$ cat config.mk
export PLATFORM = sky130hd
export DESIGN_NAME = req_fifo
export DESIGN_NICKNAME = d
export VERILOG_FILES = /design/src/source/ami_pkg.sv /design/src/source/req_fifo.sv
export SDC_FILE = /design/constraint.sdc
export NUM_CORES = 1
export LEC_CHECK = 0
export ABC_CLOCK_PERIOD_IN_PS = 6000
export BUFFER_PORTS_ARGS = -buffer_cell sky130_fd_sc_hd__buf_2
export CORE_AREA = 5 5 81 158
export CTS_CLUSTER_DIAMETER = 60
export CTS_CLUSTER_SIZE = 28
export DETAILED_ROUTE_END_ITERATION = 6
export DIE_AREA = 0 0 86 163
export PLACE_DENSITY_LB_ADDON = 0.25
export SLEW_MARGIN = 20
export SYNTH_ARGS = -nofsm -noshare
export SYNTH_HDL_FRONTEND = slang
export SYNTH_SLANG_ARGS = --single-unit
$ cat constraint.sdc
create_clock -name clk -period 6 [get_ports clk]
set_input_delay 0.6 -clock clk [delete_from_list [all_inputs] [get_ports clk]]
set_output_delay 0.6 -clock clk [all_outputs]
set_load 0.005 [all_outputs]
$ cat src/source/ami_pkg.sv
`default_nettype none

package ami_pkg;

  // ************************************************************
  // Memory geometry
  // ************************************************************

  localparam int DATA_W      = 32;
  localparam int ADDR_W      = 10;
  localparam int MEM_WORDS   = 1024;

  // Request queue depth kept to a power of two
  localparam int QUEUE_DEPTH = 4;
  localparam int QPTR_W      = 2;

  typedef logic [DATA_W-1:0] word_t;
  typedef logic [ADDR_W-1:0] addr_t;

  // ************************************************************
  // Bus payloads
  // ************************************************************

  // One aligned word per request
  typedef struct packed {
    logic  valid;
    logic  is_write;
    addr_t addr;
    word_t data;
  } mem_req_t;

  // Read data as a single-cycle pulse
  typedef struct packed {
    logic  valid;
    word_t data;
  } mem_resp_t;

endpackage

`default_nettype wire

$ cat src/source/req_fifo.sv
`timescale 1ns/1ps
`default_nettype none

module req_fifo (
  input  logic              clk,
  input  logic              rst,
  input  ami_pkg::mem_req_t push_req,
  input  logic              pop,
  output logic              full,
  output logic              empty,
  output ami_pkg::mem_req_t head
);

  ami_pkg::mem_req_t           entries [ami_pkg::QUEUE_DEPTH];
  logic [ami_pkg::QPTR_W-1:0]  wr_ptr;
  logic [ami_pkg::QPTR_W-1:0]  rd_ptr;
  logic [ami_pkg::QPTR_W:0]    level;
  logic                        do_push;
  logic                        do_pop;

  assign do_push = push_req.valid;
  assign do_pop  = pop && !empty;

  assign full    = (level == ami_pkg::QUEUE_DEPTH);
  assign empty   = (level == '0);

  // Head valid follows occupancy, not the stored strobe
  always_comb begin
    head       = entries[rd_ptr];
    head.valid = !empty;
  end

  always_ff @(posedge clk) begin
    if (do_push) begin
      entries[wr_ptr] <= push_req;
    end
  end

  // Pointers wrap naturally at the depth
  always_ff @(posedge clk) begin
    if (rst) begin
      wr_ptr <= '0;
      rd_ptr <= '0;
      level  <= '0;
    end else begin
      if (do_push) begin
        wr_ptr <= wr_ptr + 1'b1;
      end
      if (do_pop) begin
        rd_ptr <= rd_ptr + 1'b1;
      end
      case ({do_push, do_pop})
        2'b10:   level <= level + 1'b1;
        2'b01:   level <= level - 1'b1;
        default: level <= level;
      endcase
    end
  end

  a_no_overflow: assert property (
    @(posedge clk) disable iff (rst)
    (push_req.valid && full) |-> pop
  );

endmodule

`default_nettype wire

# After elaboration in Yosys (flattened, before gate mapping)
# Memory sizes are Yosys's and may differ from the RTL's. A register that Yosys moved wholly into a read port is not among the register bits.
# Index checks and enable logic that the tools add are counted.
# Widths: inputs -> output; s select.
[word_totals] in_bits=47 regBits=7 n_memories=1 mem_bits_rw=176 output_inout_bits=46
[mem_list] memory="entries" depth=4 width=44 read_ports=1 rd_clocked_by_memory_dff=1 write_ports=1 line="req_fifo.sv:14" source="ami_pkg::mem_req_t entries [ami_pkg::QUEUE_DEPTH];"
[classes] add_sub_neg=4 n_reduce_logical=4 n_eq_ne=3 n_mux=5
[op_table] op="$pmux 3 s2" n=1
[op_table] op="$add 2x1->2 const B" n=2
[op_table] op="$mux 2" n=2
[op_table] op="$add 3x1->3 const B" n=1
[op_table] op="$eq 3x3->1 const B" n=1
[op_table] op="$logic_not 3->1" n=1
[op_table] op="$sub 3x1->3 const B" n=1
[op_table] op="$eq 2x1->1 const B" n=1
[op_table] op="$eq 2x2->1 const B" n=1
[op_table] op="$mux 1" n=2
[op_table] op="$reduce_bool 2->1" n=1
[op_table] op="$logic_and 1x1->1" n=1
[op_table] op="$logic_not 1->1" n=1

# Logic depth before layout (Yosys ltp)
[logic_depth] ltp_word=5 mapped_depth=8 mapped_depth_nobuf=8

# Worst setup path before layout
# No wires, ideal clock.
[synth_path] kind="in2reg" startpoint="input push_req[43] (netlist name)" endpoint="memory entries[0][0] (netlist name), enable pin" n_path_buf=0 setup_time_ns=0.405 t_required_ns=5.595 slack_ns=3.957 stages=1 arrival_ns=1.638 cell_sequence="and2_1"
[synth_between] elab_chain_cells=2
[synth_rtl] element="from (decl)" line="req_fifo.sv:7" source="input ami_pkg::mem_req_t push_req,"
[synth_rtl] element="$mux 1" line="req_fifo.sv:34" source="if (do_push) begin"
[synth_rtl] element="$mux 1 (not written as such)" line="req_fifo.sv:35" source="entries[wr_ptr] <= push_req;"
[synth_rtl] element="to (decl)" line="req_fifo.sv:14"
# No other way between the ends.

==> out/metrics.cfg <==
[outcome]
status=complete, no violations

[layout]
ff_latch_area_um2=5350
multi_input_area_um2=1230
synthToLayoutAreaGrowth_pct=17.0
antenna_cells=0
nFillCells=723
drive_above_1_share_pct=44.4
design_area_um2=7860
num-nets-final=430

[flow_run]
drv_cap=0

[yosys]
netlist_instances=276
synth_top_cell_by_area=edfxtp_1
syn_nets=329
synth.yosys.seq_area_share_pct=79.5
yosys_warnings=0
synth-edff-count=172
yosysMostFrequentCell=edfxtp_1
postSynth.asyncResetShare_pct=0
ys_ff_latch=181
synth.top_cells.by_count=172 x edfxtp_1, 40 x mux4_2, 9 x dfxtp_1
synth.area.top_cells=edfxtp_1 77%, mux4_2 13%, dfxtp_1 2.7%, buf_12 1.2%, mux4_1 1.2%
synth_top_area_share_pct=76.9
ys.flop_type=edfxtp_1
synth_cell_type_count=25
syn_area_um2=6720
avgSynthCellArea_um2=24.3

[worst_setup_path]
crit_fanout=43
cp.arrival_ps=2130
cp.required_ps=5400
rrSetupSlack_ps=4000
cp-end-kind=output pin
r2r_end=level[2]$_SDFFE_PP0P_
reg2reg_from=level[0]$_SDFFE_PP0P_
critical_path_class=flip-flop to output pin
rr_worst_depth=8
crit_path_start_kind=flip-flop

[global_routing]
antenna_found_initial=2
grt_max_degree=44
use_met2_pct=28.9
first_global_vias=3245
grtUsageTotal_pct=17.0
grt_pass1_wl_mm=17.4
overflow=0
use_met3_pct=5.22
grt_busiest_layer=met2
grtUsageMet1_pct=20.4

[route]
drt_first_iter_violations=158
drt-total-wl_mm=11.2
drc=0
final_antenna_net_count=0
firstDrtPassIters=4
vias=3035
via_per_inst=5.67
wire_per_inst_um=21.0

[power]
vdd_drop_max_uv=233
p_leak_nw=2.69
p_per_area_nw_per_um2=392
finalPower_mw=3.08

[sta]
fin_worst_skew_ps=6.51
relSlewSlack_pct=42.6
rsz0062_at_grt=no
fmax_mhz=367
post-route-period-util_pct=45.5
period_minus_slack_ps=2730
slew_viol_final=0
tns_ps=0
hold_viol_final=0
final-setup-viol-count=0
tightest_slew_ps=861
fin_ws_ps=3270

[placed_design]
portBuffers=92
post_dp_cell_area_um2=7260
post-dp-hpwl_mm=6.79
gp_congestion=0.692
place_ws_ps=3640

[cts]
ctsRootBufferMaster=clkbuf_16
postCtsHoldBufs=0
cts_buffer_depth=2
cts_setup_buffers=0
cts_tree=built
h-tree-depth=4
cts_made_buffers=17
post_cts_resized=0
path_clk_slew_ps=70
clock_sinks=181
clk_latency_ps=410

[worst_hold_path]
holdPathStages=1
hold_end=entries[2][21]$_DFFE_PP_
hp-class=primary input to flip-flop
min_from=push_req[21]

[floorplan]
fp-row-count=56
die_height_um=163
die_w_um=86
dieArea_um2=14000
start_util_pct=58.1
coreArea_um2=11600
ios=93

==> sequential cells by signal (all words and copies together) (netlist names), named ones only <==
register / flops
level: 3
rd_ptr: 2
wr_ptr: 2
entries: 172
==> layout make-up <==
type	count	area share, %
Tap cell	145	2.31
Inverter	8	0.382
Sequential cell	181	68.1
Multi-Input combinational cell	76	15.7
Clock buffer	17	5.41
Clock inverter	15	2.18
Timing Repair Buffer	93	5.95
==> cells by family (layout without fill, tap and decap cells) <==
family | count (synthesis) | after routing | share of synthesized area (%)
adders and majority gates | 6 | 6 | 1.23
AOI/OAI and AO/OA | 6 | 6 | 0.484
buffers and inverters | 19 | 133 | 2.23
and+or+nand+nor | 16 | 16 | 1.27
DFF | 181 | 181 | 79.5
xor gates and xnor gates | 4 | 4 | 0.521
muxes | 44 | 44 | 14.7
==> where the power goes <==
group	internal, mW	switching [mW]	total (mW)	leakage, nW
sequential	1.46	0.0984	1.56	1.66
clock	0.627	0.460	1.09	0.290
combinational	0.264	0.173	0.437	0.744
total	2.35	0.732	3.08	2.69
==> metal layers <==
layer | vias up | part of all wire, % | routed length (um)
met4 | 4 | 1.4 | 154
met3 | 19 | 5.7 | 638
met1 | 1560 | 39 | 4350
li1 | 1351 | - | -
met2 | 101 | 54 | 6080
met5 | - | 0.12 | 14
==> worst max-delay path, stage by stage (launching register included) <==
cell and delay [ps]:
dfxtp_4 900, mux4_1 630, buf_2 140
==> stage by stage <==
| stage | utilization [%] | hold WS [ps] | cells |
|---|---|---|---|
| global route | 68.0 | 372 | 535 |
| finish | 68.0 | 398 | 535 |
| CTS | 68.0 | 379 | 535 |
| floorplan | - | 459 | 276 |
| detailed placement | 62.8 | 490 | 503 |
| global placement | 62.8 | 472 | 503 |
==> how the worst max path moves through the flow <==
stage | cells after the start | end
after floorplan | 1 | entries[0][0]$_DFFE_PP_
after global placement | 2 | head[35]
after detailed placement | 2 | head[35]
after CTS | 2 | head[35]
after global routing | 2 | head[34]
final | 2 | head[34]
==> placed cells by master, fill, tap and decap left out <==
cell,Yosys,routed
a21oi_1,3,3
and2_2,0,1
and2_4,0,3
and3_1,1,1
buf_2,4,92
buf_4,0,1
bufinv_16,0,2
clkbuf_16,0,17
clkinv_2,0,2
clkinv_4,0,2
clkinvlp_4,0,2
dfxtp_1,9,7
dfxtp_4,0,2
edfxtp_1,172,172
fa_1,1,1
ha_1,5,5
inv_1,7,7
inv_2,1,1
inv_6,0,4
inv_8,0,3
mux2i_1,1,1
mux4_1,3,3
mux4_2,40,40
nand2_1,1,1
nor2_1,7,7
o21ai_0,2,2
o31ai_1,1,1
or3_1,2,2
or3_4,1,1
xnor2_1,1,1
xor2_1,3,3
No activity file was read; power rests on OpenSTA's default activity.
