[src/source/ami_pkg.sv]
`default_nettype none

package ami_pkg;

  // ************************************************************
  // Memory geometry
  // ************************************************************

  localparam int DATA_W      = 32;
  localparam int ADDR_W      = 10;
  localparam int MEM_WORDS   = 1024;

  // Request queue depth kept to a power of two
  localparam int QUEUE_DEPTH = 4;
  localparam int QPTR_W      = 2;

  typedef logic [DATA_W-1:0] word_t;
  typedef logic [ADDR_W-1:0] addr_t;

  // ************************************************************
  // Bus payloads
  // ************************************************************

  // One aligned word per request
  typedef struct packed {
    logic  valid;
    logic  is_write;
    addr_t addr;
    word_t data;
  } mem_req_t;

  // Read data as a single-cycle pulse
  typedef struct packed {
    logic  valid;
    word_t data;
  } mem_resp_t;

endpackage

`default_nettype wire

[src/source/drive_pkg.sv]
`default_nettype none

package drive_pkg;

  // ************************************************************
  // Run description
  // ************************************************************

  // Word count goes up to a full memory, so one bit wider than an address
  typedef logic [10:0] count_t;
  typedef logic [31:0] cycle_t;
  typedef logic [7:0]  scale_t;

  typedef struct packed {
    ami_pkg::addr_t src_base;
    ami_pkg::addr_t dst_base;
    count_t         count;
    scale_t         scale;
  } run_cfg_t;

  typedef enum logic [1:0] {
    IDLE,
    RUNNING,
    DRAINING
  } run_state_t;

  // Engine limit on reads in flight plus writes waiting
  localparam int MAX_INFLIGHT = 2;
  typedef logic [1:0] inflight_t;

endpackage

`default_nettype wire

[src/source/run_control.sv]
`timescale 1ns/1ps
`default_nettype none

module run_control (
  input  logic                clk,
  input  logic                rst,
  input  logic                run_start,
  input  drive_pkg::run_cfg_t run_cfg,
  input  logic                queue_empty,
  input  logic                eng_done,
  output logic                eng_start,
  output drive_pkg::run_cfg_t cfg,
  output logic                busy,
  output logic                run_done,
  output drive_pkg::cycle_t   run_cycles
);

  drive_pkg::run_state_t state;

  assign busy = (state != drive_pkg::IDLE);

  // ************************************************************
  // Run sequencing
  // ************************************************************

  // run_cycles counts every busy cycle plus the run_done cycle
  always_ff @(posedge clk) begin
    if (rst) begin
      state      <= drive_pkg::IDLE;
      eng_start  <= 1'b0;
      run_done   <= 1'b0;
      run_cycles <= '0;
    end else begin
      eng_start <= 1'b0;
      run_done  <= 1'b0;
      case (state)
        drive_pkg::IDLE: begin
          if (run_start) begin
            state      <= drive_pkg::RUNNING;
            eng_start  <= 1'b1;
            run_cycles <= drive_pkg::cycle_t'(1);
          end
        end
        drive_pkg::RUNNING: begin
          run_cycles <= run_cycles + 1'b1;
          if (eng_done) begin
            state <= drive_pkg::DRAINING;
          end
        end
        drive_pkg::DRAINING: begin
          run_cycles <= run_cycles + 1'b1;
          // Empty queue means the last write already hit memory
          if (queue_empty) begin
            state    <= drive_pkg::IDLE;
            run_done <= 1'b1;
          end
        end
        default: begin
          state <= drive_pkg::IDLE;
        end
      endcase
    end
  end

  // Config held for the whole run
  always_ff @(posedge clk) begin
    if ((state == drive_pkg::IDLE) && run_start) begin
      cfg <= run_cfg;
    end
  end

  a_no_done_when_idle: assert property (
    @(posedge clk) disable iff (rst)
    (state == drive_pkg::IDLE) |-> !eng_done
  );

endmodule

`default_nettype wire

[config.mk]
export PLATFORM = sky130hd
export DESIGN_NAME = run_control
export DESIGN_NICKNAME = d
export VERILOG_FILES = /design/src/source/ami_pkg.sv /design/src/source/drive_pkg.sv /design/src/source/run_control.sv
export SDC_FILE = /design/constraint.sdc
export NUM_CORES = 1
export LEC_CHECK = 0
export ABC_AREA = 1
export ABC_CLOCK_PERIOD_IN_PS = 2800
export BUFFER_PORTS_ARGS = -buffer_cell sky130_fd_sc_hd__buf_4
export CAP_MARGIN = 20
export CORE_UTILIZATION = 49
export DETAILED_ROUTE_END_ITERATION = 7
export HOLD_SLACK_MARGIN = 0.15
export PLACE_DENSITY_LB_ADDON = 0.05
export SYNTH_ARGS = -nofsm -noshare
export SYNTH_HDL_FRONTEND = slang
export SYNTH_SLANG_ARGS = --single-unit
[constraint.sdc]
create_clock -name clk -period 2.8 [get_ports clk]
set_input_delay 0.28 -clock clk [delete_from_list [all_inputs] [get_ports clk]]
set_output_delay 0.28 -clock clk [all_outputs]
set_load 0.01 [all_outputs]
* Yosys cells after proc, flatten, opt, wreduce, memory -nomap -nowiden *
Cells that the tools add are included.

cells by class
  $add $sub $neg = 1
  $mul = 0
  divide/modulo/power cells = 0
  $lt $le $gt $ge = 0
  equal/unequal tests = 5
  shift operators = 0
  muxes and demuxes = 8
  bitwise logic cells = 2
  reduce and logical (&&, ||, !) cells = 9

operators by type and width
  operator                                                               count
  32-bit case mux with 2 select lines                                    1
  32-bit by 1-bit adder with 32-bit output, second input constant        1
  32-bit two-way mux                                                     1
  2-bit two-way mux                                                      3
  2-bit != test, second input constant                                   3
  2-bit case mux with 3 select lines                                     1
  2-bit OR reduction                                                     3
  2-bit nonzero test                                                     2
  3-bit AND reduction                                                    1
  2-bit by 1-bit equality test with 1-bit output, second input constant  1
  2-bit equality test, second input constant                             1
  2-bit zero test                                                        1
  1-bit two-way mux                                                      2
  1-bit NOT                                                              2
  2-bit AND reduction                                                    1
  1-bit logical AND                                                      1

storage, ports and cells
  bits in registers = 75
  bits in latches = 0
  bits in writable memories = 0
  bits in read-only memories = 0
  bits of input ports = 44
  output and inout port bits = 74
  memories kept = 0

* Logic depth before layout (Yosys ltp) *
  depth after elaboration = 4
  depth in mapped cells = 12
  gate-level depth less buffers = 11

* Worst setup path before layout *
OpenSTA, ideal clock, no wires.

  path type = reg-to-reg
  start = reg state[0]
  end = reg cfg[0] (netlist bit), enable pin
  library setup time = 0.393 ns
  arrival time = 1.509 ns
  slack = 0.897 ns
  stages on the path, launching flop included = 5
  cells stage by stage = dfxtp_1 -> inv_1 -> ha_1 -> nand2_1 -> inv_1

on the way
  longest elaborated chain between the ends = 2

RTL lines
  item                      line               source
  start: declaration        run_control.sv:18  drive_pkg::run_state_t state;
  start signal: assignment  run_control.sv:29  state <= drive_pkg::IDLE;
  start signal: assignment  run_control.sv:39  state <= drive_pkg::RUNNING;
  start signal: assignment  run_control.sv:47  state <= drive_pkg::DRAINING;
  2-bit zero test           run_control.sv:67  if ((state == drive_pkg::IDLE) && run_start) begin
  1-bit logical AND         run_control.sv:67
  end signal: assignment    run_control.sv:68  cfg <= run_cfg;
  end: declaration          run_control.sv:12  output drive_pkg::run_cfg_t cfg,

No other way between the ends.
A chain may end at the register's enable or synchronous reset.

* Worst setup path after layout *
  start = reg state[0]
  end = reg run_cycles[4]

on the way
  longest elaborated chain between the ends = 4
  elaborated cells on any way between the ends = 8
  those cells by class = eq/ne (3); mux (1); reduce/logical (4)

RTL lines
  item                                                                                   line               source
  2-bit equality test or 2-bit by 1-bit equality test with 1-bit output (tied branches)  run_control.sv:36  case (state)
  2-bit OR reduction (no source line)                                                    -
  2-bit nonzero test (no source line)                                                    -
  2-bit AND reduction (no source line)                                                   -
  end signal: assignment                                                                 run_control.sv:41  run_cycles <= drive_pkg::cycle_t'(1);
  end signal: assignment                                                                 run_control.sv:45  run_cycles <= run_cycles + 1'b1;
  end signal: assignment                                                                 run_control.sv:51  run_cycles <= run_cycles + 1'b1;
  end: declaration                                                                       run_control.sv:15  output drive_pkg::cycle_t run_cycles

Parallel ways exist; a longest one is shown, timed or not.

==> results.py <==
metrics = {
    "final_layout": {
        "drive_gt1_frac": 0.302,
        "nets": 569,
        "area_growth_pct": 47.7,
        "final_cells": 601,
        "n_antenna_cell": 0,
    },
    "routing": {
        "detail_route.iter0.violations": 114,
        "via_per_inst": 4.87,
        "wl_per_cell_microns": 14.1,
        "num_vias": 2928,
        "drt_wl_total_mm": 8.48,
        "drt_first_pass_iters": 4,
        "ant_nets": 0,
        "drc": 0,
    },
    "sta": {
        "slew_viol_final": 0,
        "holdWs_ns": 0.176,
        "rsz0062_at_grt": "no",
        "setup_violations": 0,
        "fmax_mhz": 500,
        "post-route-period-util": 0.715,
        "final_hold_viol_count": 0,
        "tightest_slew_ns": 0.754,
        "final.min_clock_period_ns": 2.00,
        "slew_headroom": 0.497,
        "tns_ns": 0,
        "clock_skew_ns": 0.0145,
    },
    "flow_run": {
        "maxCapViolations": 0,
    },
    "power": {
        "leakage_uw": 0.00204,
        "seq_power_share": 0.466,
        "max-vdd-ir-drop_mv": 0.575,
        "power.internal_uw": 2130,
        "combinationalPowerShare": 0.256,
        "p_clk_frac": 0.278,
        "sw_frac_of_total": 0.302,
        "p_switching_uw": 920,
        "p_per_area_mw_per_mm2": 634,
    },
    "die": {
        "core_area_sq_mm": 0.00639,
        "die_area_sq_mm": 0.00697,
        "rows": 29,
        "die_y_microns": 83.5,
        "die_x_microns": 83.5,
        "ios": 118,
        "initial_core_util": 0.510,
    },
    "synthesis": {
        "synth_area_sq_mm": 0.00326,
        "synth.area.top_cells": "edfxtp_1 (36%), dfxtp_1 (22%), nand2_1 (9.6%)",
        "yosysTopAreaCell": "edfxtp_1",
        "yosysWarnings": 0,
        "yosysUniqueCellTypes": 28,
        "syn_avg_cell_area_sq_um": 9.22,
        "synth_top_area_frac": 0.360,
        "ys_ff_latch": 75,
        "seq_area_frac_synth": 0.581,
        "synthesis.nets": 403,
        "syn-instance-count": 353,
    },
    "grt": {
        "first_global_vias": 2778,
        "grt_max_degree": 40,
        "track_usage": 0.249,
        "overflow": 0,
        "antenna_found_initial": 0,
        "grt_pass1_wl_mm": 13.6,
    },
    "setup_path": {
        "startpoint_type": "flip-flop",
        "path_class": "reg2reg",
        "arrival_ns": 2.27,
        "cp_max_fo": 26,
        "r2r_slack_ns": 0.80,
        "end_kind": "flip-flop",
        "cp.required_ns": 3.06,
    },
    "clock_network": {
        "htreeDepth": 3,
        "root_buffer": "clkbuf_8",
        "clk_path_buf_depth": 2,
        "cts_tree": "yes",
        "path_clk_slew_ns": 0.08,
        "cts_inserted_buffers": 9,
        "clock_latency_ns": 0.34,
        "clock-sinks": 75,
        "cts_hold_buf": 40,
        "post_cts_buffers": 0,
        "cts_resized": 0,
    },
    "placement": {
        "dp_cells": 545,
        "io_buffers": 117,
        "gp_congestion": 0.894,
        "hpwl_mm": 5.59,
    },
    "status": {
        "status": "complete, no violations",
    },
    "worst_hold_path": {
        "min-delay-path-class": "in2reg",
    },
}
==> cells by family (layout without fill, tap and decap cells) <==
kind of cell / Yosys count / after routing / synth area share
adders and majority gates: 6 / 6 / 0.0231
buffers and inverters: 45 / 216 / 0.0576
AOI/OAI and AO/OA: 32 / 32 / 0.0523
DFF: 75 / 75 / 0.581
and+or+nand+nor: 195 / 195 / 0.286
==> layout make-up <==
cell class / count / area (sq um)
multi-input cells: 233 / 1180
clock inverters: 6 / 63.8
clock buffers: 10 / 138
inverters: 42 / 158
flip-flops and latches: 75 / 1890
well taps: 77 / 96.3
repair buffers: 158 / 1290
fillers: 450 / 1580
==> layout by cell type (no fill, tap or decap), types with 2 or more instances in the layout <==
master         netlist  layout
buf_4                1     118
nand2_1             83      83
nor2_1              63      63
inv_1               42      42
dlygate4sd3_1        0      40
edfxtp_1            39      39
dfxtp_1             36      36
a21oi_1             18      18
nand3_1             17      17
o21ai_0             11      11
clkbuf_8             0      10
nor2_4               6       6
ha_1                 6       6
nand2_2              4       4
nor2_2               4       4
nand3_2              3       3
nand4_1              2       2
nand3_4              2       2
nand3b_1             2       2
and3_1               2       2
nor3b_2              2       2
==> metal layers <==
metal / routed length [microns] / vias up / track usage
met2: 4090 / 108 / 0.423
li1: - / 1467 / -
met5: 0 / - / 0
met4: 88 / 0 / 0.0755
met3: 552 / 10 / 0.0593
met1: 3740 / 1343 / 0.318
==> worst max-delay path, stage by stage (launching register included) <==
cell	delay [ns]
dfxtp_1	0.36
inv_1	0.10
ha_1	0.22
nand2_1	0.18
o21ai_2	0.13
inv_1	0.57
o21ai_0	0.21
a21oi_1	0.16
==> synth_stat cells <==
master	n
a21oi_1	18
a311oi_1	1
and3_1	2
buf_4	1
buf_6	2
dfxtp_1	36
edfxtp_1	39
ha_1	6
inv_1	42
nand2_1	83
nand2_2	4
nand2_4	1
nand3_1	17
nand3_2	3
nand3_4	2
nand3b_1	2
nand4_1	2
nor2_1	63
nor2_2	4
nor2_4	6
nor2_8	1
nor3_1	1
nor3b_1	1
nor3b_2	2
o211ai_1	1
o21ai_0	11
o21ai_2	1
or2_2	1
==> worst paths after layout <==
path / start / cells after the start / endpoint
worst max-delay path: state[0] / 7 / run_cycles[4]
worst min-delay path: queue_empty / 3 / run_done
worst max register to register: state[0] / 7 / run_cycles[4]
worst min register to register: run_cycles[8] / 1 / run_cycles[8]
==> power by group through the flow <==
stage          Combinational [uW]  Sequential (uW)  Clock, uW
2_1_floorplan                 335             1510          0
3_3_place_gp                  705             1430          0
3_5_place_dp                  729             1440          0
4_1_cts                       777             1410        855
5_1_grt                       844             1430        907
6_report                      780             1420        849
==> registers in the layout (all words and copies together), names as in the netlist <==
signal / count
run_cycles: 32
eng_start: 1
cfg: 39
state: 2
run_done: 1
==> through the flow <==
stage / setup slack [ns] / util / power [uW] / instance area (sq um)
floorplan: 0.897 / - / 1850 / 3260
global placement: 0.896 / 0.659 / 2140 / 4210
detailed placement: 0.797 / 0.659 / 2170 / 4210
CTS: 0.779 / 0.753 / 3050 / 4810
global route: 0.612 / 0.753 / 3180 / 4810
finish: 0.799 / 0.753 / 3050 / 4810
No activity file was read; power rests on OpenSTA's default activity.
