[config.mk]
export PLATFORM = sky130hd
export DESIGN_NAME = layer_stream_engine
export DESIGN_NICKNAME = d
export VERILOG_FILES = /design/src/source/ami_pkg.sv /design/src/source/drive_pkg.sv /design/src/source/layer_stream_engine.sv
export SDC_FILE = /design/constraint.sdc
export NUM_CORES = 1
export LEC_CHECK = 0
export ABC_AREA = 0
export CAP_MARGIN = 30
export CORE_AREA = 2 2 191 211
export CTS_CLUSTER_SIZE = 10
export DETAILED_ROUTE_END_ITERATION = 12
export DIE_AREA = 0 0 193 213
export DONT_BUFFER_PORTS = 1
export GPL_TIMING_DRIVEN = 0
export PLACE_DENSITY = 0.4
export RECOVER_POWER = 50
export SKIP_CTS_REPAIR_TIMING = 1
export SLEW_MARGIN = 10
export SYNTH_ARGS = -nofsm -noshare
export SYNTH_HDL_FRONTEND = slang
export SYNTH_SLANG_ARGS = --single-unit
[constraint.sdc]
create_clock -name clk -period 7.75 [get_ports clk]
set_clock_uncertainty 0.15 [all_clocks]
set_input_delay 1.1625 -clock clk [delete_from_list [all_inputs] [get_ports clk]]
set_output_delay 1.1625 -clock clk [all_outputs]
set_load 0.02 [all_outputs]
[src/source/ami_pkg.sv]
`default_nettype none

package ami_pkg;

  // ************************************************************
  // Memory geometry
  // ************************************************************

  localparam int DATA_W      = 32;
  localparam int ADDR_W      = 10;
  localparam int MEM_WORDS   = 1024;

  // Request queue depth kept to a power of two
  localparam int QUEUE_DEPTH = 4;
  localparam int QPTR_W      = 2;

  typedef logic [DATA_W-1:0] word_t;
  typedef logic [ADDR_W-1:0] addr_t;

  // ************************************************************
  // Bus payloads
  // ************************************************************

  // One aligned word per request
  typedef struct packed {
    logic  valid;
    logic  is_write;
    addr_t addr;
    word_t data;
  } mem_req_t;

  // Read data as a single-cycle pulse
  typedef struct packed {
    logic  valid;
    word_t data;
  } mem_resp_t;

endpackage

`default_nettype wire

[src/source/drive_pkg.sv]
`default_nettype none

package drive_pkg;

  // ************************************************************
  // Run description
  // ************************************************************

  // Word count goes up to a full memory, so one bit wider than an address
  typedef logic [10:0] count_t;
  typedef logic [31:0] cycle_t;
  typedef logic [7:0]  scale_t;

  typedef struct packed {
    ami_pkg::addr_t src_base;
    ami_pkg::addr_t dst_base;
    count_t         count;
    scale_t         scale;
  } run_cfg_t;

  typedef enum logic [1:0] {
    IDLE,
    RUNNING,
    DRAINING
  } run_state_t;

  // Engine limit on reads in flight plus writes waiting
  localparam int MAX_INFLIGHT = 2;
  typedef logic [1:0] inflight_t;

endpackage

`default_nettype wire

[src/source/layer_stream_engine.sv]
`timescale 1ns/1ps
`default_nettype none

module layer_stream_engine (
  input  logic                clk,
  input  logic                rst,
  input  logic                eng_start,
  input  drive_pkg::run_cfg_t cfg,
  input  logic                queue_full,
  input  ami_pkg::mem_resp_t  rd_resp,
  output ami_pkg::mem_req_t   push_req,
  output logic                eng_done
);

  logic                 active;
  drive_pkg::count_t    rd_idx;
  drive_pkg::count_t    wr_idx;
  drive_pkg::inflight_t inflight;

  // Two-entry store for scaled words waiting on the push slot
  ami_pkg::word_t       pend_data [2];
  logic                 pend_wp;
  logic                 pend_rp;
  logic [1:0]           pend_cnt;

  logic                 push_wr;
  logic                 push_rd;
  ami_pkg::word_t       scaled;
  ami_pkg::addr_t       rd_addr;
  ami_pkg::addr_t       wr_addr;

  // Low 32 bits of the product
  assign scaled  = rd_resp.data * ami_pkg::word_t'(cfg.scale);

  // Addresses wrap at the memory size
  assign rd_addr = cfg.src_base + ami_pkg::addr_t'(rd_idx);
  assign wr_addr = cfg.dst_base + ami_pkg::addr_t'(wr_idx);

  // ************************************************************
  // Push slot arbitration
  // ************************************************************

  // Pending write wins over a new read
  assign push_wr = active && !queue_full && (pend_cnt != 2'd0);
  assign push_rd = active && !queue_full && (pend_cnt == 2'd0) &&
                   (rd_idx < cfg.count) && (inflight < drive_pkg::MAX_INFLIGHT);

  always_comb begin
    push_req          = '0;
    push_req.valid    = push_wr || push_rd;
    push_req.is_write = push_wr;
    push_req.addr     = push_wr ? wr_addr : rd_addr;
    push_req.data     = push_wr ? pend_data[pend_rp] : '0;
  end

  // ************************************************************
  // Progress tracking
  // ************************************************************

  always_ff @(posedge clk) begin
    if (rst) begin
      active   <= 1'b0;
      eng_done <= 1'b0;
      rd_idx   <= '0;
      wr_idx   <= '0;
      inflight <= '0;
      pend_wp  <= 1'b0;
      pend_rp  <= 1'b0;
      pend_cnt <= '0;
    end else begin
      eng_done <= 1'b0;
      if (eng_start) begin
        rd_idx   <= '0;
        wr_idx   <= '0;
        // Empty run finishes straight away
        active   <= (cfg.count != '0);
        eng_done <= (cfg.count == '0);
      end else begin
        if (push_rd) begin
          rd_idx <= rd_idx + 1'b1;
        end
        if (push_wr) begin
          wr_idx  <= wr_idx + 1'b1;
          pend_rp <= ~pend_rp;
          if ((wr_idx + 1'b1) == cfg.count) begin
            active   <= 1'b0;
            eng_done <= 1'b1;
          end
        end
      end

      // A response moves an item from read to pending and leaves inflight alone
      case ({push_rd, push_wr})
        2'b10:   inflight <= inflight + 1'b1;
        2'b01:   inflight <= inflight - 1'b1;
        default: inflight <= inflight;
      endcase

      if (rd_resp.valid) begin
        pend_wp <= ~pend_wp;
      end
      case ({rd_resp.valid, push_wr})
        2'b10:   pend_cnt <= pend_cnt + 1'b1;
        2'b01:   pend_cnt <= pend_cnt - 1'b1;
        default: pend_cnt <= pend_cnt;
      endcase
    end
  end

  always_ff @(posedge clk) begin
    if (rd_resp.valid) begin
      pend_data[pend_wp] <= scaled;
    end
  end

  // Outstanding reads are inflight items not yet sitting in the store
  a_resp_has_read: assert property (
    @(posedge clk) disable iff (rst)
    rd_resp.valid |-> (inflight > drive_pkg::inflight_t'(pend_cnt))
  );

endmodule

`default_nettype wire

* Word level (Yosys, flattened, before mapping)
Memory sizes are Yosys's and may differ from the RTL's. A register that Yosys moved wholly into a read port is not among the register bits.
Index checks and enable logic that the tools add are counted.
** Word-level totals
- ROM bits :: 0
- Memory bits (writable) :: 64
- Memories :: 1
- Latch bits :: 0
- Register bits :: 30
** Operators by class
- Shift operators :: 0
- Muxes and demuxes :: 14
- Equal/unequal tests :: 5
- Multipliers :: 1
- Order comparisons :: 2
- Div/mod/pow operators :: 0
- Reduce and logical (&&, ||, !) cells :: 18
- Bitwise logic cells :: 3
- Add/sub/neg operators :: 8
** Memory list
- pend_data :: depth 2, bits a word 32, rd ports 1, clocked after memory_dff 1, write ports 1, line layer_stream_engine.sv:21 : ami_pkg::word_t pend_data [2];
** Operators by type and width (count)
- 32-bit by 8-bit multiplier with 32-bit output :: 1
- 32-bit 2-to-1 mux :: 1
- 11-bit by 1-bit adder with 11-bit output, second input constant :: 2
- 10-bit adder :: 2
- 11-bit equality test :: 1
- 11-bit logical NOT :: 1
- 11-bit < comparator :: 1
- 11-bit nonzero test :: 1
- 1-bit 2-to-1 mux :: 10
- 10-bit 2-to-1 mux :: 1
- 2-bit nonzero test :: 5
- 2-bit one-hot mux with 2 select lines :: 2
- 1-bit logical AND :: 5
- 2-bit by 1-bit adder with 2-bit output, second input constant :: 2
- 2-bit by 1-bit equality test with 1-bit output, second input constant :: 2
- 2-bit equality test, second input constant :: 2
- 2-bit AND reduction :: 2
- 2-bit by 1-bit subtractor with 2-bit output, second input constant :: 2
- 1-bit NOT :: 3
- 2-bit logical NOT :: 1
- 2-bit < comparator, second input constant :: 1
- 2-bit OR reduction :: 1
- 1-bit logical NOT :: 1
- 1-bit logical OR :: 1

* Longest topological paths before layout
Gate-level depths: netlist (run 1).
- Depth after elaboration :: 7
- Gate-level depth with buffers :: 20
- Gate-level depth less buffers :: 18

* Least setup slack after synthesis (run 1)
OpenSTA, ideal clock, no wires.
- Path kind :: input port to flip-flop
- From :: in cfg[3] in the netlist's numbering
- To :: mem pend_data[0][30] in the netlist's numbering, data pin
- Stages on the path :: 18
- Path slack :: 1.695 ns
- Data arrival time :: 5.636 ns
- Buffers on the path :: 2
- Cell sequence :: clkbuf_1 clkbuf_1 and2_1 fa_1 fa_1 fa_1 inv_1 fa_1 inv_1 ha_1 a21oi_1 nand2_1 o21ai_0 o41ai_2 a211o_1 o31ai_1 o21ai_0 xor2_1
** Between the ends
- Longest elaborated chain between the ends :: 1
** Ends and longest elaborated chain
- start: declaration :: line layer_stream_engine.sv:8 : input drive_pkg::run_cfg_t cfg,
- 32-bit by 8-bit multiplier with 32-bit output :: line layer_stream_engine.sv:33 : assign scaled = rd_resp.data * ami_pkg::word_t'(cfg.scale);
- named net scaled[30] :: line layer_stream_engine.sv:28 : ami_pkg::word_t scaled;
- end: declaration :: line layer_stream_engine.sv:21
The timed path passes the listed nets, and every way through them passes these cells.

* Worst setup path after layout (run 1)
- From :: in cfg[3] in the netlist's numbering
- To :: mem pend_data[0][29] in the netlist's numbering, data pin
Same word-level chain as after synthesis.

==> qor.yml, run 1 <==
outcome:
  outcome: "complete, no violations"
place:
  place_area_sq_um: 12300
  post-place-ws_ns: 0.0989
  place_congestion: 0.795
  hpwlAfterDp_um: 25800
  portBuffers: 0
pwr:
  ir_worst_vdd_v: 0.000119
  powerDensity_nw_per_um2: 294
  p_leak_nw: 5.29
min_path:
  hold_path_class: "reg2reg"
  whs_path_depth: 2
  holdCritStartpoint: "active"
  holdPathEnd: "active"
global_route:
  grt_usage_pct: 15.8
  grt_pass1_wl_um: 49300
  antenna_found_initial: 0
  grt_overflow: 0
  grt_max_degree: 24
  grt_pass1_vias: 8448
setup_path:
  r2r-start: "pend_cnt[0]"
  crit_path_start_kind: "input pin"
  required_ns: 7.61
  r2r_setup_slack_ns: 4.69
  cp_max_fo: 10
  ff2ff_path_depth: 7
  path_class: "in2reg"
  regToRegEndpoint: "inflight[1]"
  arrival_ns: 7.01
  worst_setup_path_end_kind: "flop"
logic_synthesis:
  ys_ff_latch: 95
  synthArstFlopShare_pct: 0
  synth_area_per_cell_sq_um: 9.52
  yosys_warnings: 0
  syn_nets: 1523
  synth_cells: 1216
  synth.distinct_cells: 54
  synth_ff_type: "edfxtp_1"
  syn_area_sq_um: 11600
  ys_seq_area_share_pct: 22.0
  synth_edf_count: 64
floorplan:
  rows: 76
  fp.dieW_um: 193
  dieHeight_um: 213
  ios: 121
  start_util_pct: 29.7
  dieArea_sq_um: 41100
  core_area_sq_um: 39000
sta:
  fin_hold_ws_ns: 0.353
  worst_pin_slew_ns: 1.41
  min_period_ns: 7.16
  drv_slew: 0
  maxSlewHeadroom_pct: 6.14
  post-route-period-util_pct: 92.3
  rsz0062_at_grt: "no"
  setup_tns_ns: 0
  max_freq_mhz: 140
  setup_ws_ns: 0.594
  setup_viol_count_final: 0
  hold_viol: 0
clock_network:
  cts_tree: "yes"
  clkTransAtPathRegs_ns: 0.07
  cts-root-buf: "clkbuf_16"
  cts_made_buffers: 9
  cts_sinks: 95
  htreeDepth: 3
  max-clock-path-buffers: 2
  insertion_delay_ns: 0.34
cells_and_area:
  diodes: 0
  nFillCells: 4152
  final_util_pct: 32.1
  design_area_sq_um: 12500
  area_growth_pct: 8.12
  nets: 1536
  layout-drive-gt1-share_pct: 1.94
route:
  route.vias.total: 7996
  viasPerCell: 4.59
  drt_pass1_iterations: 4
  dr_wl_met3_um: 1390
  drc: 0
  drt-met1-wl_um: 14400
  drt-initial-drc-count: 303
  wire_per_inst_um: 18.1
  drtAntennaViolNets: 0
  wl_met2_um: 15400
  wl_um: 31500
  highest_layer: "met4"
job:
  cap_viol_max_count: 0
[through the flow]
stage / instances / power, mW
after detailed placement: 1725 / 3.26
after global routing: 1741 / 4.07
after CTS: 1741 / 3.73
final: 1741 / 3.67
after floorplan: 1216 / 2.70
after global placement: 1723 / 3.23
[cells by family after synthesis]
| logic type | synth area share [%] |
|---|---|
| AND/OR/NAND/NOR | 19.5 |
| adder cells (fa/ha/maj) | 35.2 |
| buffers and inverters | 6.49 |
| AO/OA/AOI/OAI | 7.20 |
| flip-flops | 22.0 |
| XOR/XNOR | 6.51 |
| multiplexers | 3.11 |
[final cells by class]
type                       instances  area, sq um  share of cell area (%)
tap                              507          634                    5.07
buffer                            37          143                    1.14
sequential                        95         2540                    20.3
clock buffer                      10          229                    1.83
inverter                         162          608                    4.86
multi-input combinational        922         8280                    66.2
clock inverter                     6         68.8                   0.550
timing repair buffer               2         7.51                  0.0600
[worst max-delay path by stage]
stage,depth (start not counted),start,slack [ns],endpoint
5_1_grt,19,cfg[3],0.19,pend_data[0][29]
2_1_floorplan,18,cfg[3],1.69,pend_data[0][30]
3_5_place_dp,19,cfg[3],0.1,pend_data[0][29]
4_1_cts,19,cfg[3],0.46,pend_data[0][29]
3_3_place_gp,19,cfg[3],0.12,pend_data[0][29]
6_report,19,cfg[3],0.59,pend_data[0][29]
[critical path: stages]
cell	delay, ns
clkbuf_1	0.53
clkbuf_1	0.51
and2_1	0.24
fa_1	0.45
fa_1	0.52
fa_1	0.55
inv_1	0.05
fa_1	0.53
inv_1	0.05
ha_1	0.27
clkbuf_1	0.29
nand4_1	0.27
a21oi_1	0.22
a21oi_2	0.07
a31oi_1	0.42
o41ai_2	0.18
o21ai_2	0.24
mux2i_1	0.21
o311ai_0	0.26
[placed cells by master, fill, tap and decap left out, types with 2 or more instances in the layout]
master	count
and2_0	4
a21o_1	10
nand3_1	12
a21boi_0	3
nor2_1	93
edfxtp_1	64
buf_1	2
inv_6	2
or3_1	6
nor3b_1	2
a211o_1	3
a31oi_1	4
xor2_1	31
clkbuf_16	9
o2111ai_1	2
o31ai_1	3
o21a_1	8
mux2i_1	36
dfxtp_1	31
fa_1	158
nand2b_1	8
a21oi_1	44
nor3_1	9
a2111oi_0	2
ha_1	73
nand4_1	9
clkbuf_1	37
a211oi_1	3
or4_1	3
xnor2_1	55
and2_1	174
o21ai_0	36
o41ai_2	2
or2_2	2
nor4_1	4
nand2_1	95
inv_1	162
nor2b_1	5
and3_1	7
[report_power, final]
part	leakage, nW	internal, mW	switching (mW)
Sequential	0.851	0.905	0.0320
Combinational	4.29	0.943	1.34
Clock	0.143	0.253	0.197
[per-layer routing]
layer  track usage, %  up-vias
li1                 -     3921
met4             2.85        0
met2             28.0      121
met5                0        -
met1             20.7     3943
met3             2.24       11
[synthesized netlist by cell type (4+ instances only)]
master | count | area share, %
nor4_1 | 4 | 0.22
and2_1 | 178 | 9.6
a21oi_1 | 44 | 1.9
nor2b_1 | 5 | 0.27
nor3_1 | 9 | 0.39
nand2b_1 | 8 | 0.43
xor2_1 | 31 | 2.3
clkbuf_1 | 33 | 1.1
nor2_1 | 93 | 3.0
o21ai_0 | 35 | 1.5
dfxtp_1 | 31 | 5.4
a21o_1 | 10 | 0.65
xnor2_1 | 55 | 4.2
mux2i_1 | 36 | 3.1
inv_1 | 162 | 5.3
o21a_1 | 8 | 0.52
nand4_1 | 9 | 0.49
nand2_1 | 95 | 3.1
or3_1 | 6 | 0.32
nand3_1 | 12 | 0.52
a31oi_1 | 4 | 0.22
fa_1 | 158 | 27
and3_1 | 7 | 0.38
edfxtp_1 | 64 | 17
ha_1 | 73 | 7.9
[sequential cells by signal, indices dropped and copies added, names as in the netlist, named ones only]
name,count
pend_cnt,2
rd_idx,11
pend_rp,1
wr_idx,11
pend_data,64
inflight,2
active,1
eng_done,1
pend_wp,1
Note: power is estimated with default switching activity, not from simulation.
==> run 2, diff against run 1 <==
--- a/config.mk
+++ b/config.mk
@@ -6,14 +6,14 @@
 export NUM_CORES = 1
 export LEC_CHECK = 0
 export ABC_AREA = 0
-export CAP_MARGIN = 30
-export CORE_AREA = 2 2 191 211
+export CAP_MARGIN = 20
+export CORE_AREA = 2 2 149 165
 export CTS_CLUSTER_SIZE = 10
 export DETAILED_ROUTE_END_ITERATION = 12
-export DIE_AREA = 0 0 193 213
+export DIE_AREA = 0 0 151 167
 export DONT_BUFFER_PORTS = 1
 export GPL_TIMING_DRIVEN = 0
-export PLACE_DENSITY = 0.4
+export PLACE_DENSITY = 0.61
 export RECOVER_POWER = 50
 export SKIP_CTS_REPAIR_TIMING = 1
 export SLEW_MARGIN = 10
==> run 2 against run 1 <==
Against the previous run:
- the flow now finishes with violations (max-capacitance violations, max-slew violations)
- total power shrank 3.0%
- utilization grew 20 points
- clock power shrank 9.3%
==> qor.yml, run 2 (synthesis results as in run 1) <==
route:
  drt-initial-drc-count: 300  # -0.99%
  drt_pass1_iterations: 5  # +1
  wire_per_inst_um: 17.3  # -4.3%
  route.vias.total: 8132  # +1.7%
  wl_um: 26600  # -15%
  drc: 0  # unchanged
  drtAntennaViolNets: 0  # unchanged
  viasPerCell: 5.29  # +15%
sta:
  setup_ws_ns: 0.809  # +0.216 ns
  fin_hold_ws_ns: 0.361  # +0.00831 ns
  rsz0062_at_grt: "no"
  hold_viol: 0  # unchanged
  worst_pin_slew_ns: 2.17  # +0.760 ns
  max_freq_mhz: 144  # +3.1%
  min_period_ns: 6.94  # -0.216 ns
  setup_viol_count_final: 0  # unchanged
  maxSlewHeadroom_pct: -44.6  # -51 points
  post-route-period-util_pct: 89.6  # -2.8 points
  setup_tns_ns: 0  # unchanged
  drv_slew: 33  # +33
job:
  cap_viol_max_count: 1  # +1
clock_network:
  insertion_delay_ns: 0.33  # about the same
  max-clock-path-buffers: 2  # unchanged
  cts_made_buffers: 9  # unchanged
  cts_sinks: 95  # unchanged
  clkTransAtPathRegs_ns: 0.06  # about the same
  cts-root-buf: "clkbuf_16"
  htreeDepth: 3  # unchanged
  cts_tree: "yes"
cells_and_area:
  nFillCells: 2213  # -47%
  layout_common_cells: "174 x and2_1, 162 x inv_1, 158 x fa_1"
  layout-drive-gt1-share_pct: 2.03  # +0.083 points
  largest_registers: "pend_data (64), rd_idx (11), wr_idx (11)"
  final_common_cell: "and2_1"
  largest_reg_flops: 64  # unchanged
  nets: 1535  # -0.065%
  area_growth_pct: 5.77
  largest-register: "pend_data"
  diodes: 0  # unchanged
global_route:
  grt_usage_pct: 21.9  # +6.0 points
  antenna_found_initial: 0  # unchanged
  met3_usage_pct: 3.18  # +0.94 points
  met2_usage_pct: 36.6  # +8.6 points
  grt_pass1_wl_um: 43300  # -12%
  grt_max_degree: 33  # +38%
  busiest_layer: "met2"
  grt_overflow: 0  # unchanged
  grt_pass1_vias: 8278  # -2.0%
  grtUsageMet1_pct: 30.0  # +9.2 points
outcome:
  violations: "max-capacitance violations, max-slew violations"
  outcome: "finished, violations left"
pwr:
  ir_worst_vdd_v: 0.000138  # +16%
  powerDensity_nw_per_um2: 291  # -0.81%
  p_leak_nw: 5.27  # -0.33%
setup_path:
  critical-path-top-delay-family: "adder cells"
  crit_buf_inv: 5  # unchanged
  worst_setup_path_end_kind: "flop"
  cp_max_fo: 10  # unchanged
  crit_path_start_kind: "input pin"
  path_class: "in2reg"
  arrival_ns: 6.80  # -0.21 ns
  required_ns: 7.61  # about the same
  slowest_stage: "fa_1"
  max_stage_delay_ns: 0.56  # about the same
  cp_cell_sequence: "clkbuf_1, clkbuf_1, and2_1, fa_1, fa_1, fa_1, inv_1, fa_1, inv_1, ha_1, clkbuf_1, nand4_1, a21oi_1, a21oi_2, a31oi_1, o41ai_2, o21ai_2, mux2i_1, o311ai_0"
  crit_path_frequent_cell: "fa_1"
floorplan:
  start_util_pct: 49.3  # +20 points
  rows: 59  # -22%
  core_area_sq_um: 23500  # -40%
  ios: 121  # unchanged
  dieHeight_um: 167  # -22%
  fp.dieW_um: 151  # -22%
  dieArea_sq_um: 25200  # -39%
place:
  hpwlAfterDp_um: 21900  # -15%
  portBuffers: 0  # unchanged
  place_congestion: 0.850  # +6.9%
  post-place-ws_ns: 0.444  # +0.345 ns
min_path:
  hold_path_class: "reg2reg"
## run 2: area by class of cell
| cell class | instances | area (sq um) | area share (%) |
|---|---|---|---|
| repair buffers | 1 | 3.75 | 0.0307 |
| clock inverters | 6 | 43.8 | 0.358 |
| inverters | 162 | 608 | 4.97 |
| flip-flops and latches | 95 | 2540 | 20.8 |
| plain buffers | 37 | 143 | 1.17 |
| well taps | 305 | 382 | 3.12 |
| multi-input cells | 922 | 8280 | 67.6 |
| clock buffers | 10 | 239 | 1.95 |
## run 2: worst reg2reg max path: cells and delay by family (launching register included)
family,cells,cell delay [ns]
and+or+nand+nor,2,0.13
adders and majority gates,1,0.34
buffers and inverters,2,0.94
xor gates and xnor gates,1,0.16
AOI/OAI and AO/OA,1,0.77
DFF,1,0.35
## run 2: worst paths after layout
kind               start                to  slack, ns  cells after the start
min               active            active       0.36                      2
max reg2reg  pend_cnt[0]       inflight[1]       4.78                      7
max               cfg[3]  pend_data[1][29]       0.81                     19
min reg2reg       active            active       0.36                      2
## run 2: power by group
part           switching, mW  internal [mW]
Clock                  0.182          0.227
Combinational           1.28          0.934
Sequential            0.0333          0.906
## run 2: layer usage
layer / vias up / routed length [um]
met2: 209 / 12700
met3: 23 / 1560
met4: 0 / 464
met1: 3978 / 11900
met5: - / 0
li1: 3922 / -
## run 2: stage by stage
step | area, sq um | total power, mW | instances | util [%]
after CTS | 12300 | 3.59 | 1538 | 52.2
final | 12200 | 3.57 | 1538 | 52.1
after floorplan | 11600 | 2.70 | 1216 | -
after detailed placement | 12000 | 3.17 | 1522 | 51.0
after global placement | 12000 | 3.12 | 1521 | 50.9
after global routing | 12200 | 3.94 | 1538 | 52.1
